==> config.mk <==
export PLATFORM = sky130hd
export DESIGN_NAME = timerTop
export DESIGN_NICKNAME = d
export VERILOG_FILES = /design/src/hdl/timerPkg.sv /design/src/hdl/ahbRegFile.sv /design/src/hdl/eventConditioner.sv /design/src/hdl/timerCore.sv /design/src/hdl/pwmGen.sv /design/src/hdl/timerTop.sv
export VERILOG_INCLUDE_DIRS = /design/src /design/src/hdl
export SDC_FILE = /design/constraint.sdc
export NUM_CORES = 1
export LEC_CHECK = 0
export BUFFER_PORTS_ARGS = -buffer_cell sky130_fd_sc_hd__buf_2
export CORE_MARGIN = 2
export CORE_UTILIZATION = 60
export DETAILED_ROUTE_END_ITERATION = 16
export GPL_TIMING_DRIVEN = 0
export PLACE_DENSITY = 0.79
export SETUP_SLACK_MARGIN = 0.05
export SYNTH_ARGS = -nofsm -noshare
export SYNTH_HDL_FRONTEND = slang
export SYNTH_SLANG_ARGS = --single-unit
==> constraint.sdc <==
create_clock -name CPUbus -period 10.2 [get_ports CPUbus]
set_clock_uncertainty 0.05 [all_clocks]
set_input_delay 2.04 -clock CPUbus [delete_from_list [all_inputs] [get_ports CPUbus]]
set_output_delay 2.04 -clock CPUbus [all_outputs]
set_load 0.05 [all_outputs]
==> src/hdl/timer_cfg.svh <==
`ifndef TIMER_CFG_SVH
`define TIMER_CFG_SVH

`define TM_WIDTH      32  // Counter and data path width
`define PWM_CHANNELS  2   // Compare and PWM channels
`define HADDR_W       32
`define REG_AW        6   // Word address bits inside the block

// Hold counts per 2-bit filter code
`define FILT_LEN0     0
`define FILT_LEN1     3
`define FILT_LEN2     5
`define FILT_LEN3     7

`define A_TMVAL       6'd0
`define A_TMPR        6'd1
`define A_TMPRSH      6'd2
`define A_TMCAP0      6'd3
`define A_TMCAP1      6'd4
`define A_TRS         6'd5   // Bit 0 run set, bit 1 run clear, bit 2 timer clear
`define A_TCFS        6'd6
`define A_TRST        6'd7
`define A_TMS         6'd8
`define A_ECR         6'd9
`define A_CMC         6'd10
`define A_ISR         6'd11
`define A_IEC         6'd12
`define A_ISC         6'd13
`define A_PLC         6'd14
`define A_TMCMP       6'd16  // Compare then shadow, two words per channel

`endif

==> src/hdl/timerPkg.sv <==
`default_nettype none

package timerPkg;

  localparam logic [1:0] HTRANS_IDLE   = 2'b00;
  localparam logic [1:0] HTRANS_BUSY   = 2'b01;
  localparam logic [1:0] HTRANS_NONSEQ = 2'b10;
  localparam logic [1:0] HTRANS_SEQ    = 2'b11;

  typedef logic [1:0] evSel;  // 0 none, 1 to 3 pick event 0 to 2

  typedef enum logic [1:0] {
    EDGE_NONE,
    EDGE_RISE,
    EDGE_FALL,
    EDGE_BOTH
  } edgeMode;

  typedef struct packed {
    evSel capSel;
    evSel cntSel;
    evSel stopSel;
    evSel startSel;
  } cmcReg;

  typedef struct packed {
    logic capChain;
    logic stopClears;
    logic startClears;
    logic centerAligned;
  } tmsReg;

  typedef struct packed {
    logic       lowActive;
    edgeMode    edgeSel;
    logic [1:0] filtCode;
  } evCfg;

  typedef evCfg [2:0] ecrReg;  // Event 0 in the low bits

  typedef struct packed {
    logic ev0Detect;
    logic cmpMatchUp;
    logic periodMatchUp;
  } intReg;

endpackage

`default_nettype wire

==> src/hdl/ahbRegFile.sv <==
`include "timer_cfg.svh"
`timescale 1ns/1ps
`default_nettype none

module ahbRegFile #(
  parameter logic [`HADDR_W-1:0] BASE_ADDR = '0
) (
  input  wire                                     CPUbus,
  input  wire                                     arstN,
  input  wire                                     hSel,
  input  wire [`HADDR_W-1:0]                      hAddr,
  input  wire [1:0]                               hTrans,
  input  wire                                     hWrite,
  input  wire [`TM_WIDTH-1:0]                     hWdata,
  input  wire                                     hReady,
  input  wire [`TM_WIDTH-1:0]                     timerValue,
  input  wire                                     running,
  input  wire                                     countDown,
  input  wire                                     periodMatch,
  input  wire [`PWM_CHANNELS-1:0]                 cmpMatch,
  input  wire                                     shadowXfer,
  input  wire                                     evEdge0,
  input  wire [`TM_WIDTH-1:0]                     cap0,
  input  wire [`TM_WIDTH-1:0]                     cap1,
  input  wire [1:0]                               capFull,
  output logic [`TM_WIDTH-1:0]                    hRdata,
  output logic                                    hReadyOut,
  output logic                                    hResp,
  output logic [`TM_WIDTH-1:0]                    period,
  output logic [`PWM_CHANNELS-1:0][`TM_WIDTH-1:0] compare,
  output timerPkg::cmcReg                         cmc,
  output timerPkg::tmsReg                         tms,
  output timerPkg::ecrReg                         ecr,
  output logic [`PWM_CHANNELS-1:0]                polarity,
  output logic                                    runSet,
  output logic                                    runClear,
  output logic                                    swClear,
  output logic                                    cap0Read,
  output logic                                    cap1Read,
  output logic                                    intr
);

  logic                                    accept;
  logic                                    wrEn;
  logic                                    rdEn;
  logic [`REG_AW-1:0]                      regAddr;
  logic [`HADDR_W-1:0]                     addrOff;
  logic [`TM_WIDTH-1:0]                    periodSh;
  logic [`PWM_CHANNELS-1:0][`TM_WIDTH-1:0] compareSh;
  timerPkg::intReg                         isr;
  timerPkg::intReg                         iec;
  timerPkg::intReg                         intSet;
  timerPkg::intReg                         intClr;

  function automatic logic [`REG_AW-1:0] cmpAddr(input int ch);
    return `A_TMCMP + `REG_AW'(2 * ch);
  endfunction

  assign accept = hSel && hReady &&
                  (hTrans == timerPkg::HTRANS_NONSEQ || hTrans == timerPkg::HTRANS_SEQ);
  assign addrOff   = hAddr - BASE_ADDR;
  assign hReadyOut = 1'b1;  // Zero wait states
  assign hResp     = 1'b0;  // Always OKAY

  always_ff @(posedge CPUbus or negedge arstN) begin
    if (!arstN) begin
      wrEn    <= 1'b0;
      rdEn    <= 1'b0;
      regAddr <= '0;
    end else if (hReady) begin
      wrEn    <= accept && hWrite;
      rdEn    <= accept && !hWrite;
      regAddr <= addrOff[`REG_AW+1:2];
    end
  end

  // Strobes act at the edge ending the data phase
  assign runSet   = wrEn && regAddr == `A_TRS && hWdata[0];
  assign runClear = wrEn && regAddr == `A_TRS && hWdata[1];
  assign swClear  = wrEn && regAddr == `A_TRS && hWdata[2];
  assign cap0Read = rdEn && regAddr == `A_TMCAP0;
  assign cap1Read = rdEn && regAddr == `A_TMCAP1;

  always_ff @(posedge CPUbus or negedge arstN) begin
    if (!arstN) begin
      period    <= '0;
      periodSh  <= '0;
      compare   <= '0;
      compareSh <= '0;
      cmc       <= '0;
      tms       <= '0;
      ecr       <= '0;
      iec       <= '0;
      polarity  <= '0;
    end else begin
      if (wrEn && (regAddr == `A_TMPR || (regAddr == `A_TMPRSH && !running))) begin
        period <= hWdata;  // Shadow writes go straight through while stopped
      end else if (running && shadowXfer) begin
        period <= periodSh;
      end
      if (wrEn && regAddr == `A_TMPRSH) periodSh <= hWdata;
      for (int i = 0; i < `PWM_CHANNELS; i++) begin
        if (wrEn && (regAddr == cmpAddr(i) ||
                     (regAddr == cmpAddr(i) + 1'b1 && !running))) begin
          compare[i] <= hWdata;
        end else if (running && shadowXfer) begin
          compare[i] <= compareSh[i];
        end
        if (wrEn && regAddr == cmpAddr(i) + 1'b1) compareSh[i] <= hWdata;
      end
      if (wrEn && regAddr == `A_CMC) cmc <= hWdata[$bits(cmc)-1:0];
      if (wrEn && regAddr == `A_TMS) tms <= hWdata[$bits(tms)-1:0];
      if (wrEn && regAddr == `A_ECR) ecr <= hWdata[$bits(ecr)-1:0];
      if (wrEn && regAddr == `A_IEC) iec <= hWdata[$bits(iec)-1:0];
      if (wrEn && regAddr == `A_PLC) polarity <= hWdata[`PWM_CHANNELS-1:0];
    end
  end

  assign intSet.periodMatchUp = running && periodMatch && !countDown;
  assign intSet.cmpMatchUp    = running && (|cmpMatch) && !countDown;
  assign intSet.ev0Detect     = evEdge0;
  assign intClr = (wrEn && regAddr == `A_ISC) ? hWdata[$bits(intClr)-1:0] : '0;

  always_ff @(posedge CPUbus or negedge arstN) begin
    if (!arstN) begin
      isr <= '0;
    end else begin
      isr <= (isr & ~intClr) | (intSet & iec);  // Set beats clear
    end
  end

  assign intr = |isr;

  always_comb begin
    hRdata = '0;
    case (regAddr)
      `A_TMVAL:  hRdata = timerValue;
      `A_TMPR:   hRdata = period;
      `A_TMPRSH: hRdata = periodSh;
      `A_TMCAP0: hRdata = cap0;
      `A_TMCAP1: hRdata = cap1;
      `A_TCFS:   hRdata[1:0] = capFull;
      `A_TRST:   hRdata[1:0] = {countDown, running};
      `A_TMS:    hRdata[$bits(tms)-1:0] = tms;
      `A_ECR:    hRdata[$bits(ecr)-1:0] = ecr;
      `A_CMC:    hRdata[$bits(cmc)-1:0] = cmc;
      `A_ISR:    hRdata[$bits(isr)-1:0] = isr;
      `A_IEC:    hRdata[$bits(iec)-1:0] = iec;
      `A_PLC:    hRdata[`PWM_CHANNELS-1:0] = polarity;
      default: begin
        for (int i = 0; i < `PWM_CHANNELS; i++) begin
          if (regAddr == cmpAddr(i)) hRdata = compare[i];
          if (regAddr == cmpAddr(i) + 1'b1) hRdata = compareSh[i];
        end
      end
    endcase
  end

endmodule

`default_nettype wire

==> src/hdl/eventConditioner.sv <==
`include "timer_cfg.svh"
`timescale 1ns/1ps
`default_nettype none

module eventConditioner (
  input  wire               CPUbus,
  input  wire               arstN,
  input  wire               evIn,
  input  wire [1:0]         filtCode,
  input  timerPkg::edgeMode edgeSel,
  input  wire               lowActive,
  output logic              evEdge,
  output logic              evLevel
);

  logic [2:0] holdLen;
  logic [2:0] holdCnt;
  logic       evFilt;
  logic       evFiltDly;
  logic       rise;
  logic       fall;

  always_comb begin
    case (filtCode)
      2'd0:    holdLen = 3'(`FILT_LEN0);
      2'd1:    holdLen = 3'(`FILT_LEN1);
      2'd2:    holdLen = 3'(`FILT_LEN2);
      default: holdLen = 3'(`FILT_LEN3);
    endcase
  end

  assign rise = evFilt && !evFiltDly;
  assign fall = !evFilt && evFiltDly;

  always_ff @(posedge CPUbus or negedge arstN) begin
    if (!arstN) begin
      holdCnt   <= '0;
      evFilt    <= 1'b0;
      evFiltDly <= 1'b0;
      evEdge    <= 1'b0;
      evLevel   <= 1'b0;
    end else begin
      if (evIn == evFilt) begin
        holdCnt <= '0;  // Glitch gone, start over
      end else if (holdCnt == holdLen) begin
        evFilt  <= evIn;
        holdCnt <= '0;
      end else begin
        holdCnt <= holdCnt + 3'd1;
      end
      evFiltDly <= evFilt;
      case (edgeSel)
        timerPkg::EDGE_RISE: evEdge <= rise;
        timerPkg::EDGE_FALL: evEdge <= fall;
        timerPkg::EDGE_BOTH: evEdge <= rise || fall;
        default:             evEdge <= 1'b0;
      endcase
      evLevel <= evFilt ^ lowActive;  // Active-low option
    end
  end

endmodule

`default_nettype wire

==> src/hdl/timerCore.sv <==
`include "timer_cfg.svh"
`timescale 1ns/1ps
`default_nettype none

module timerCore (
  input  wire                                     CPUbus,
  input  wire                                     arstN,
  input  wire [`TM_WIDTH-1:0]                     period,
  input  wire [`PWM_CHANNELS-1:0][`TM_WIDTH-1:0]  compare0,  // All channels, channel 0 lowest
  input  timerPkg::cmcReg                         cmc,
  input  timerPkg::tmsReg                         tms,
  input  wire [2:0]                               evEdge,
  input  wire                                     runSet,
  input  wire                                     runClear,
  input  wire                                     swClear,
  input  wire                                     cap0Read,
  input  wire                                     cap1Read,
  output logic [`TM_WIDTH-1:0]                    timerValue,
  output logic                                    running,
  output logic                                    countDown,
  output logic                                    periodMatch,
  output logic                                    zeroMatch,
  output logic [`PWM_CHANNELS-1:0]                cmpMatch,
  output logic                                    shadowXfer,
  output logic                                    countEnable,
  output logic [`TM_WIDTH-1:0]                    cap0,
  output logic [`TM_WIDTH-1:0]                    cap1,
  output logic [1:0]                              capFull
);

  logic evStart;
  logic evStop;
  logic evCount;
  logic evCapture;
  logic startReq;
  logic stopReq;
  logic timerClear;
  logic cap1Wr;

  function automatic logic pickEvent(input timerPkg::evSel sel, input logic [2:0] ev);
    return (sel == 2'd0) ? 1'b0 : ev[sel - 2'd1];
  endfunction

  assign evStart   = pickEvent(cmc.startSel, evEdge);
  assign evStop    = pickEvent(cmc.stopSel, evEdge);
  assign evCount   = pickEvent(cmc.cntSel, evEdge);
  assign evCapture = pickEvent(cmc.capSel, evEdge);

  assign startReq    = runSet || evStart;
  assign stopReq     = runClear || evStop;
  assign timerClear  = swClear || (startReq && tms.startClears) || (stopReq && tms.stopClears);
  assign countEnable = (cmc.cntSel == 2'd0) || evCount;  // Free running unless a source is picked

  assign periodMatch = timerValue == period;
  assign zeroMatch   = timerValue == '0;
  assign shadowXfer  = (periodMatch && !countDown) || (zeroMatch && countDown) || !running;
  assign cap1Wr      = evCapture && (tms.capChain || capFull[0]);

  always_comb begin
    for (int i = 0; i < `PWM_CHANNELS; i++) begin
      cmpMatch[i] = timerValue == compare0[i];
    end
  end

  always_ff @(posedge CPUbus or negedge arstN) begin
    if (!arstN) begin
      running    <= 1'b0;
      timerValue <= '0;
      countDown  <= 1'b0;
      capFull    <= '0;
    end else begin
      if (startReq) begin
        running <= 1'b1;
      end else if (stopReq) begin
        running <= 1'b0;
      end
      if (timerClear) begin
        timerValue <= '0;
        countDown  <= 1'b0;
      end else if (running && countEnable) begin
        if (!tms.centerAligned) begin
          countDown  <= 1'b0;
          timerValue <= (timerValue >= period) ? '0 : timerValue + 1'b1;  // Wrap at period
        end else if (countDown) begin
          if (zeroMatch) begin
            countDown  <= 1'b0;
            timerValue <= timerValue + 1'b1;
          end else begin
            timerValue <= timerValue - 1'b1;
          end
        end else if (timerValue >= period) begin
          countDown  <= 1'b1;  // Turn around at the top
          timerValue <= timerValue - 1'b1;
        end else begin
          timerValue <= timerValue + 1'b1;
        end
      end
      if (evCapture) begin
        capFull[0] <= 1'b1;
      end else if (cap0Read) begin
        capFull[0] <= 1'b0;
      end
      if (cap1Wr) begin
        capFull[1] <= 1'b1;
      end else if (cap1Read) begin
        capFull[1] <= 1'b0;
      end
    end
  end

  always_ff @(posedge CPUbus) begin
    if (evCapture) cap0 <= timerValue;
    if (cap1Wr) cap1 <= cap0;  // Older capture slides down
  end

  assertEdgeRange: assert property (@(posedge CPUbus) disable iff (!arstN)
    running && !tms.centerAligned && $stable(period) |-> timerValue <= period);

  assertFull0Hold: assert property (@(posedge CPUbus) disable iff (!arstN)
    $fell(capFull[0]) |-> $past(cap0Read));

  assertFull1Hold: assert property (@(posedge CPUbus) disable iff (!arstN)
    $fell(capFull[1]) |-> $past(cap1Read));

endmodule

`default_nettype wire

==> src/hdl/pwmGen.sv <==
`include "timer_cfg.svh"
`timescale 1ns/1ps
`default_nettype none

module pwmGen (
  input  wire                                     CPUbus,
  input  wire                                     arstN,
  input  wire                                     running,
  input  wire                                     countDown,
  input  wire                                     centerAligned,
  input  wire                                     countEnable,
  input  wire [`TM_WIDTH-1:0]                     timerValue,
  input  wire [`PWM_CHANNELS-1:0][`TM_WIDTH-1:0]  compare,
  input  wire [`PWM_CHANNELS-1:0]                 cmpMatch,
  input  wire                                     zeroMatch,
  input  wire                                     periodMatch,
  input  wire [`PWM_CHANNELS-1:0]                 polarity,
  output logic [`PWM_CHANNELS-1:0]                pwm
);

  logic [`PWM_CHANNELS-1:0] pwmState;

  always_ff @(posedge CPUbus or negedge arstN) begin
    if (!arstN) begin
      pwmState <= '0;
    end else begin
      for (int i = 0; i < `PWM_CHANNELS; i++) begin
        if (!running) begin
          pwmState[i] <= timerValue > compare[i];  // Static level while stopped
        end else if (countEnable) begin
          if (centerAligned) begin
            if (cmpMatch[i]) begin
              pwmState[i] <= !pwmState[i];
            end else if (zeroMatch && countDown) begin
              pwmState[i] <= 1'b0;
            end
          end else if (cmpMatch[i]) begin
            pwmState[i] <= 1'b1;
          end else if (periodMatch) begin
            pwmState[i] <= 1'b0;
          end
        end
      end
    end
  end

  assign pwm = pwmState ^ polarity;  // Passive level inversion

endmodule

`default_nettype wire

==> src/hdl/timerTop.sv <==
`include "timer_cfg.svh"
`timescale 1ns/1ps
`default_nettype none

module timerTop (
  input  wire                       CPUbus,
  input  wire                       arstN,
  input  wire                       hSel,
  input  wire [`HADDR_W-1:0]        hAddr,
  input  wire [1:0]                 hTrans,
  input  wire                       hWrite,
  input  wire [`TM_WIDTH-1:0]       hWdata,
  input  wire                       hReady,
  input  wire [2:0]                 evnt,
  output logic [`TM_WIDTH-1:0]      hRdata,
  output logic                      hReadyOut,
  output logic                      hResp,
  output logic [`PWM_CHANNELS-1:0]  pwm,
  output logic                      intr
);

  logic [`TM_WIDTH-1:0]                    period;
  logic [`PWM_CHANNELS-1:0][`TM_WIDTH-1:0] compare;
  timerPkg::cmcReg                         cmc;
  timerPkg::tmsReg                         tms;
  timerPkg::ecrReg                         ecr;
  logic [`PWM_CHANNELS-1:0]                polarity;
  logic                                    runSet;
  logic                                    runClear;
  logic                                    swClear;
  logic                                    cap0Read;
  logic                                    cap1Read;
  logic [2:0]                              evEdge;
  logic [`TM_WIDTH-1:0]                    timerValue;
  logic                                    running;
  logic                                    countDown;
  logic                                    periodMatch;
  logic                                    zeroMatch;
  logic [`PWM_CHANNELS-1:0]                cmpMatch;
  logic                                    shadowXfer;
  logic                                    countEnable;
  logic [`TM_WIDTH-1:0]                    cap0;
  logic [`TM_WIDTH-1:0]                    cap1;
  logic [1:0]                              capFull;

  ahbRegFile i_regFile (
    .evEdge0(evEdge[0]),
    .*
  );

  for (genvar g = 0; g < 3; g++) begin : genEvent
    eventConditioner i_evCond (
      .CPUbus,
      .arstN,
      .evIn(evnt[g]),
      .filtCode(ecr[g].filtCode),
      .edgeSel(ecr[g].edgeSel),
      .lowActive(ecr[g].lowActive),
      .evEdge(evEdge[g]),
      .evLevel()  // No level consumers in this timer
    );
  end

  timerCore i_core (
    .compare0(compare),
    .*
  );

  pwmGen i_pwm (
    .centerAligned(tms.centerAligned),
    .*
  );

endmodule

`default_nettype wire

==> run_results.csv <==
group,metric,value,unit
outcome,outcome,"complete, no violations",
die,die_w,188,µm
critical_path,end_kind,"output port",
synth,synth_compound_gate_area_share,14.4,%
hold_path,holdCritPathClass,"reg -> reg",
critical_path,max_stage_delay,0.84,ns
clock_network,htree_levels,2,
detailed_routing,firstDrtPassIters,7,
synth,syn-instance-count,1935,
clock_network,clock_path_buffers,3,
critical_path,worstSetupPathType,"reg -> out",
die,core_area,33400,µm²
synth,yosys.area_share.adder,6.92,%
synth,ys_seq_area_share,45.4,%
synth,synth_xor_area_share,0.821,%
die,die_h,188,µm
critical_path,crit_family,"buffers and inverters",
hold_path,min_delay_path_depth,0,
die,io_pins,111,
detailed_routing,dr_total_vias,17300,
synth,muxShareOfSynthArea,15.5,%
timing,timing.fmax,147,MHz
critical_path,cp.required,8.11,ns
power_and_ir_drop,p_per_area,200,nW/µm²
synth,ys_ff_latch,355,
synth,synth_top_family_by_area,"multiplexers",
critical_path,rr_worst_depth,8,
timing,rsz0062_at_grt,"false",
clock_network,clock-root-buffer,"clkbuf_16",
synth,yosysMostFrequentCell,"dfrtp_1",
placed_design,portBuffers,80,
critical_path,crit_top_cell,"clkbuf_1",
placed_design,hpwl,46.2,mm
global_route,grt_pass1_wl,102,mm
finish,areaGrowthSynthToFinish,12.1,%
clock_network,cts_tree,"yes",
timing,setup_tns,0,ns
critical_path,cp_slowest_cell,"clkbuf_1",
synth,post-synth-top-area-cell,"dfrtp_1",
critical_path,crit_chain,"nor2_1 -> nand2_1 -> nor4b_1 -> clkbuf_1 -> clkbuf_1 -> a22oi_1 -> a31oi_1 -> buf_2",
global_route,grt_pass1_vias,17200,
finish,nets,2249,
synth,synth_top_cell_area_share,35.9,%
die,start_util,60.7,%
timing,whs,0.398,ns
critical_path,cp.arrival,4.70,ns
timing,worst_pin_slew,1.40,ns
global_route,grt_usage,37.8,%
detailed_routing,drcViolationCount,0,
timing,drv_slew,0,
critical_path,crit_fanout,10,
power_and_ir_drop,ir_drop,0.166,mV
finish,seq_area,9200,µm²
flow_run,maxCapViolations,0,
finish,multi_input_area,10000,µm²
synth,synthDistinctLibCells,78,
timing,setup_viol,0,
die,rows,67,
synth,synth_common_cells,"dfrtp_1, nand2_1, mux2_2, mux2i_1, a21oi_1",
timing,max-slew-margin-rel,6.40,%
clock_network,hold_buffers,0,
timing,min_period,6.79,ns
detailed_routing,drtAntennaViolNets,0,
synth,synth_area_per_cell,10.5,µm²
global_route,grt-ovfl-total,0,
timing,post-route-period-util,66.6,%
detailed_routing,drt-initial-drc-count,2195,
clock_network,cts-resized-gates,0,
finish,antenna_cells,0,
global_route,antenna_found_initial,1,
critical_path,path_buf_inv,3,
detailed_routing,wl,66.1,mm
placed_design,place.gp.congestion,0.959,
critical_path,start_kind,"flip-flop",
synth,synthTopCellsByArea,"dfrtp_1, edfxtp_1, mux2_2, ha_1, mux2i_1",
finish,fillerInstances,2666,
synth,synth-main-ff-cell,"dfrtp_1",
synth,synth_edf_count,64,
timing,hold_viol,0,
synth,async_flop_share,82.0,%
synth,ys_warn_count,0,
clock_network,cts.sinks,355,
detailed_routing,drt-vias-per-instance,6.81,
synth,synth_area,20300,µm²
die,die_area,35300,µm²
clock_network,clk_latency,0.54,ns
clock_network,postCtsSetupBuffers,0,
detailed_routing,wl_per_cell,26.0,µm
power_and_ir_drop,p_leak,9.92,nW
finish,drive_gt1_share,16.5,%
clock_network,cts_buffers,40,
critical_path,crit_cells,8,
clock_network,clkTransAtPathRegs,0.06,ns
synth,synth_nets,2121,
synth,synthSimpleGateAreaFrac,11.8,%
global_route,grt_max_degree,97,
## final cells by class
type / count / share of cell area (%)
multi-input combinational: 1338 / 44.1
buffer: 120 / 2.59
inverter: 122 / 2.02
sequential: 355 / 40.5
timing repair buffer: 86 / 2.44
tap: 448 / 2.47
clock buffer: 55 / 5.14
clock inverter: 16 / 0.688
## flip-flops by register name (all words and copies together) (netlist names), 6 cells and up
| register | cells |
|---|---|
| i_regFile.regAddr | 6 |
| i_core.cap0 | 32 |
| i_core.cap1 | 32 |
| i_core.timerValue | 32 |
| i_regFile.cmc | 8 |
| i_regFile.period | 32 |
| i_regFile.compareSh | 64 |
| i_regFile.periodSh | 32 |
| i_regFile.ecr | 15 |
| genEvent.i_evCond.holdCnt | 9 |
| i_regFile.compare | 64 |
## path summary, 6_finish.rpt
check / from / end / slack, ns
max: i_regFile.regAddr[5] / hRdata[11] / 3.41
min: i_core.cap0[15] / i_core.cap1[15] / 0.40
max reg2reg: i_regFile.regAddr[1] / i_regFile.period[20] / 5.82
min reg2reg: i_core.cap0[15] / i_core.cap1[15] / 0.40
max in group asynchronous: arstN / i_regFile.compareSh[34] / 7.45
min in group asynchronous: arstN / i_regFile.compareSh[19] / 1.39
## routing by layer
layer  vias up  part of all wire (%)  global-route usage [%]
met3       191                    10                    7.32
met2      1033                    45                    58.3
met5         -                     0                       0
met4         0                   4.5                    16.7
met1      8621                    40                    52.3
li1       7441                     -                       -
## per-stage QoR
step	setup WS (ns)	total power, mW	cells	utilization, %	area (µm²)
floorplan	5.26	2.65	1935	-	20300
global placement	1.48	2.98	2463	63.6	21200
detailed placement	4.13	3.05	2469	64.1	21400
CTS	3.56	4.51	2540	68.1	22700
global route	3.25	4.73	2540	68.1	22700
finish	3.41	4.53	2540	68.1	22700
## logic make-up after synthesis
| logic type | count (synthesis) |
|---|---|
| AND/OR/NAND/NOR | 485 |
| AO/OA/AOI/OAI | 436 |
| flip-flops | 355 |
| multiplexers | 284 |
| buffers and inverters | 242 |
| adder cells (fa/ha/maj) | 112 |
| XOR/XNOR | 19 |
| other | 2 |
## power breakdown
part           total (mW)  switching [mW]  internal [mW]
registers            1.96           0.248           1.71
logic                1.10           0.669          0.433
clock network        1.47           0.597          0.874
## worst reg2reg max path: stages, from the launching register on
cell and delay (ns):
dfrtp_1 0.41, nor2b_1 0.13, clkbuf_1 0.63, nand2_1 0.27, nor3_1 0.82, a21oi_1 0.11
nor2_1 0.95, clkbuf_1 0.66, o21ai_0 0.21
## placed cells by master, fill, tap and decap left out, types with 8 or more instances in the layout
cell type,Yosys,routed
nand3_1,58,58
a22oi_1,34,34
nor2b_1,12,12
and3_1,14,14
mux2_2,141,141
clkbuf_1,79,84
nand2_1,152,152
a211oi_1,13,13
a21oi_1,125,124
buf_2,11,90
ha_1,112,112
or3_1,8,8
clkbuf_16,0,41
o21ai_0,87,87
nor2_1,110,110
a31oi_1,20,20
mux2i_1,134,134
edfxtp_1,64,64
clkinv_2,0,8
dfrtp_1,291,291
nor3_1,39,39
buf_4,9,10
inv_1,122,122
xnor2_1,11,11
nand4_1,35,35
nor4_1,11,10
mux4_2,9,9
clkbuf_8,0,9
nand2b_1,8,8
buf_1,14,14
a221oi_1,27,27
a21o_1,25,25
xor2_1,8,8
a222oi_1,41,41
o22ai_1,10,10
No activity file was read; power rests on OpenSTA's default activity.
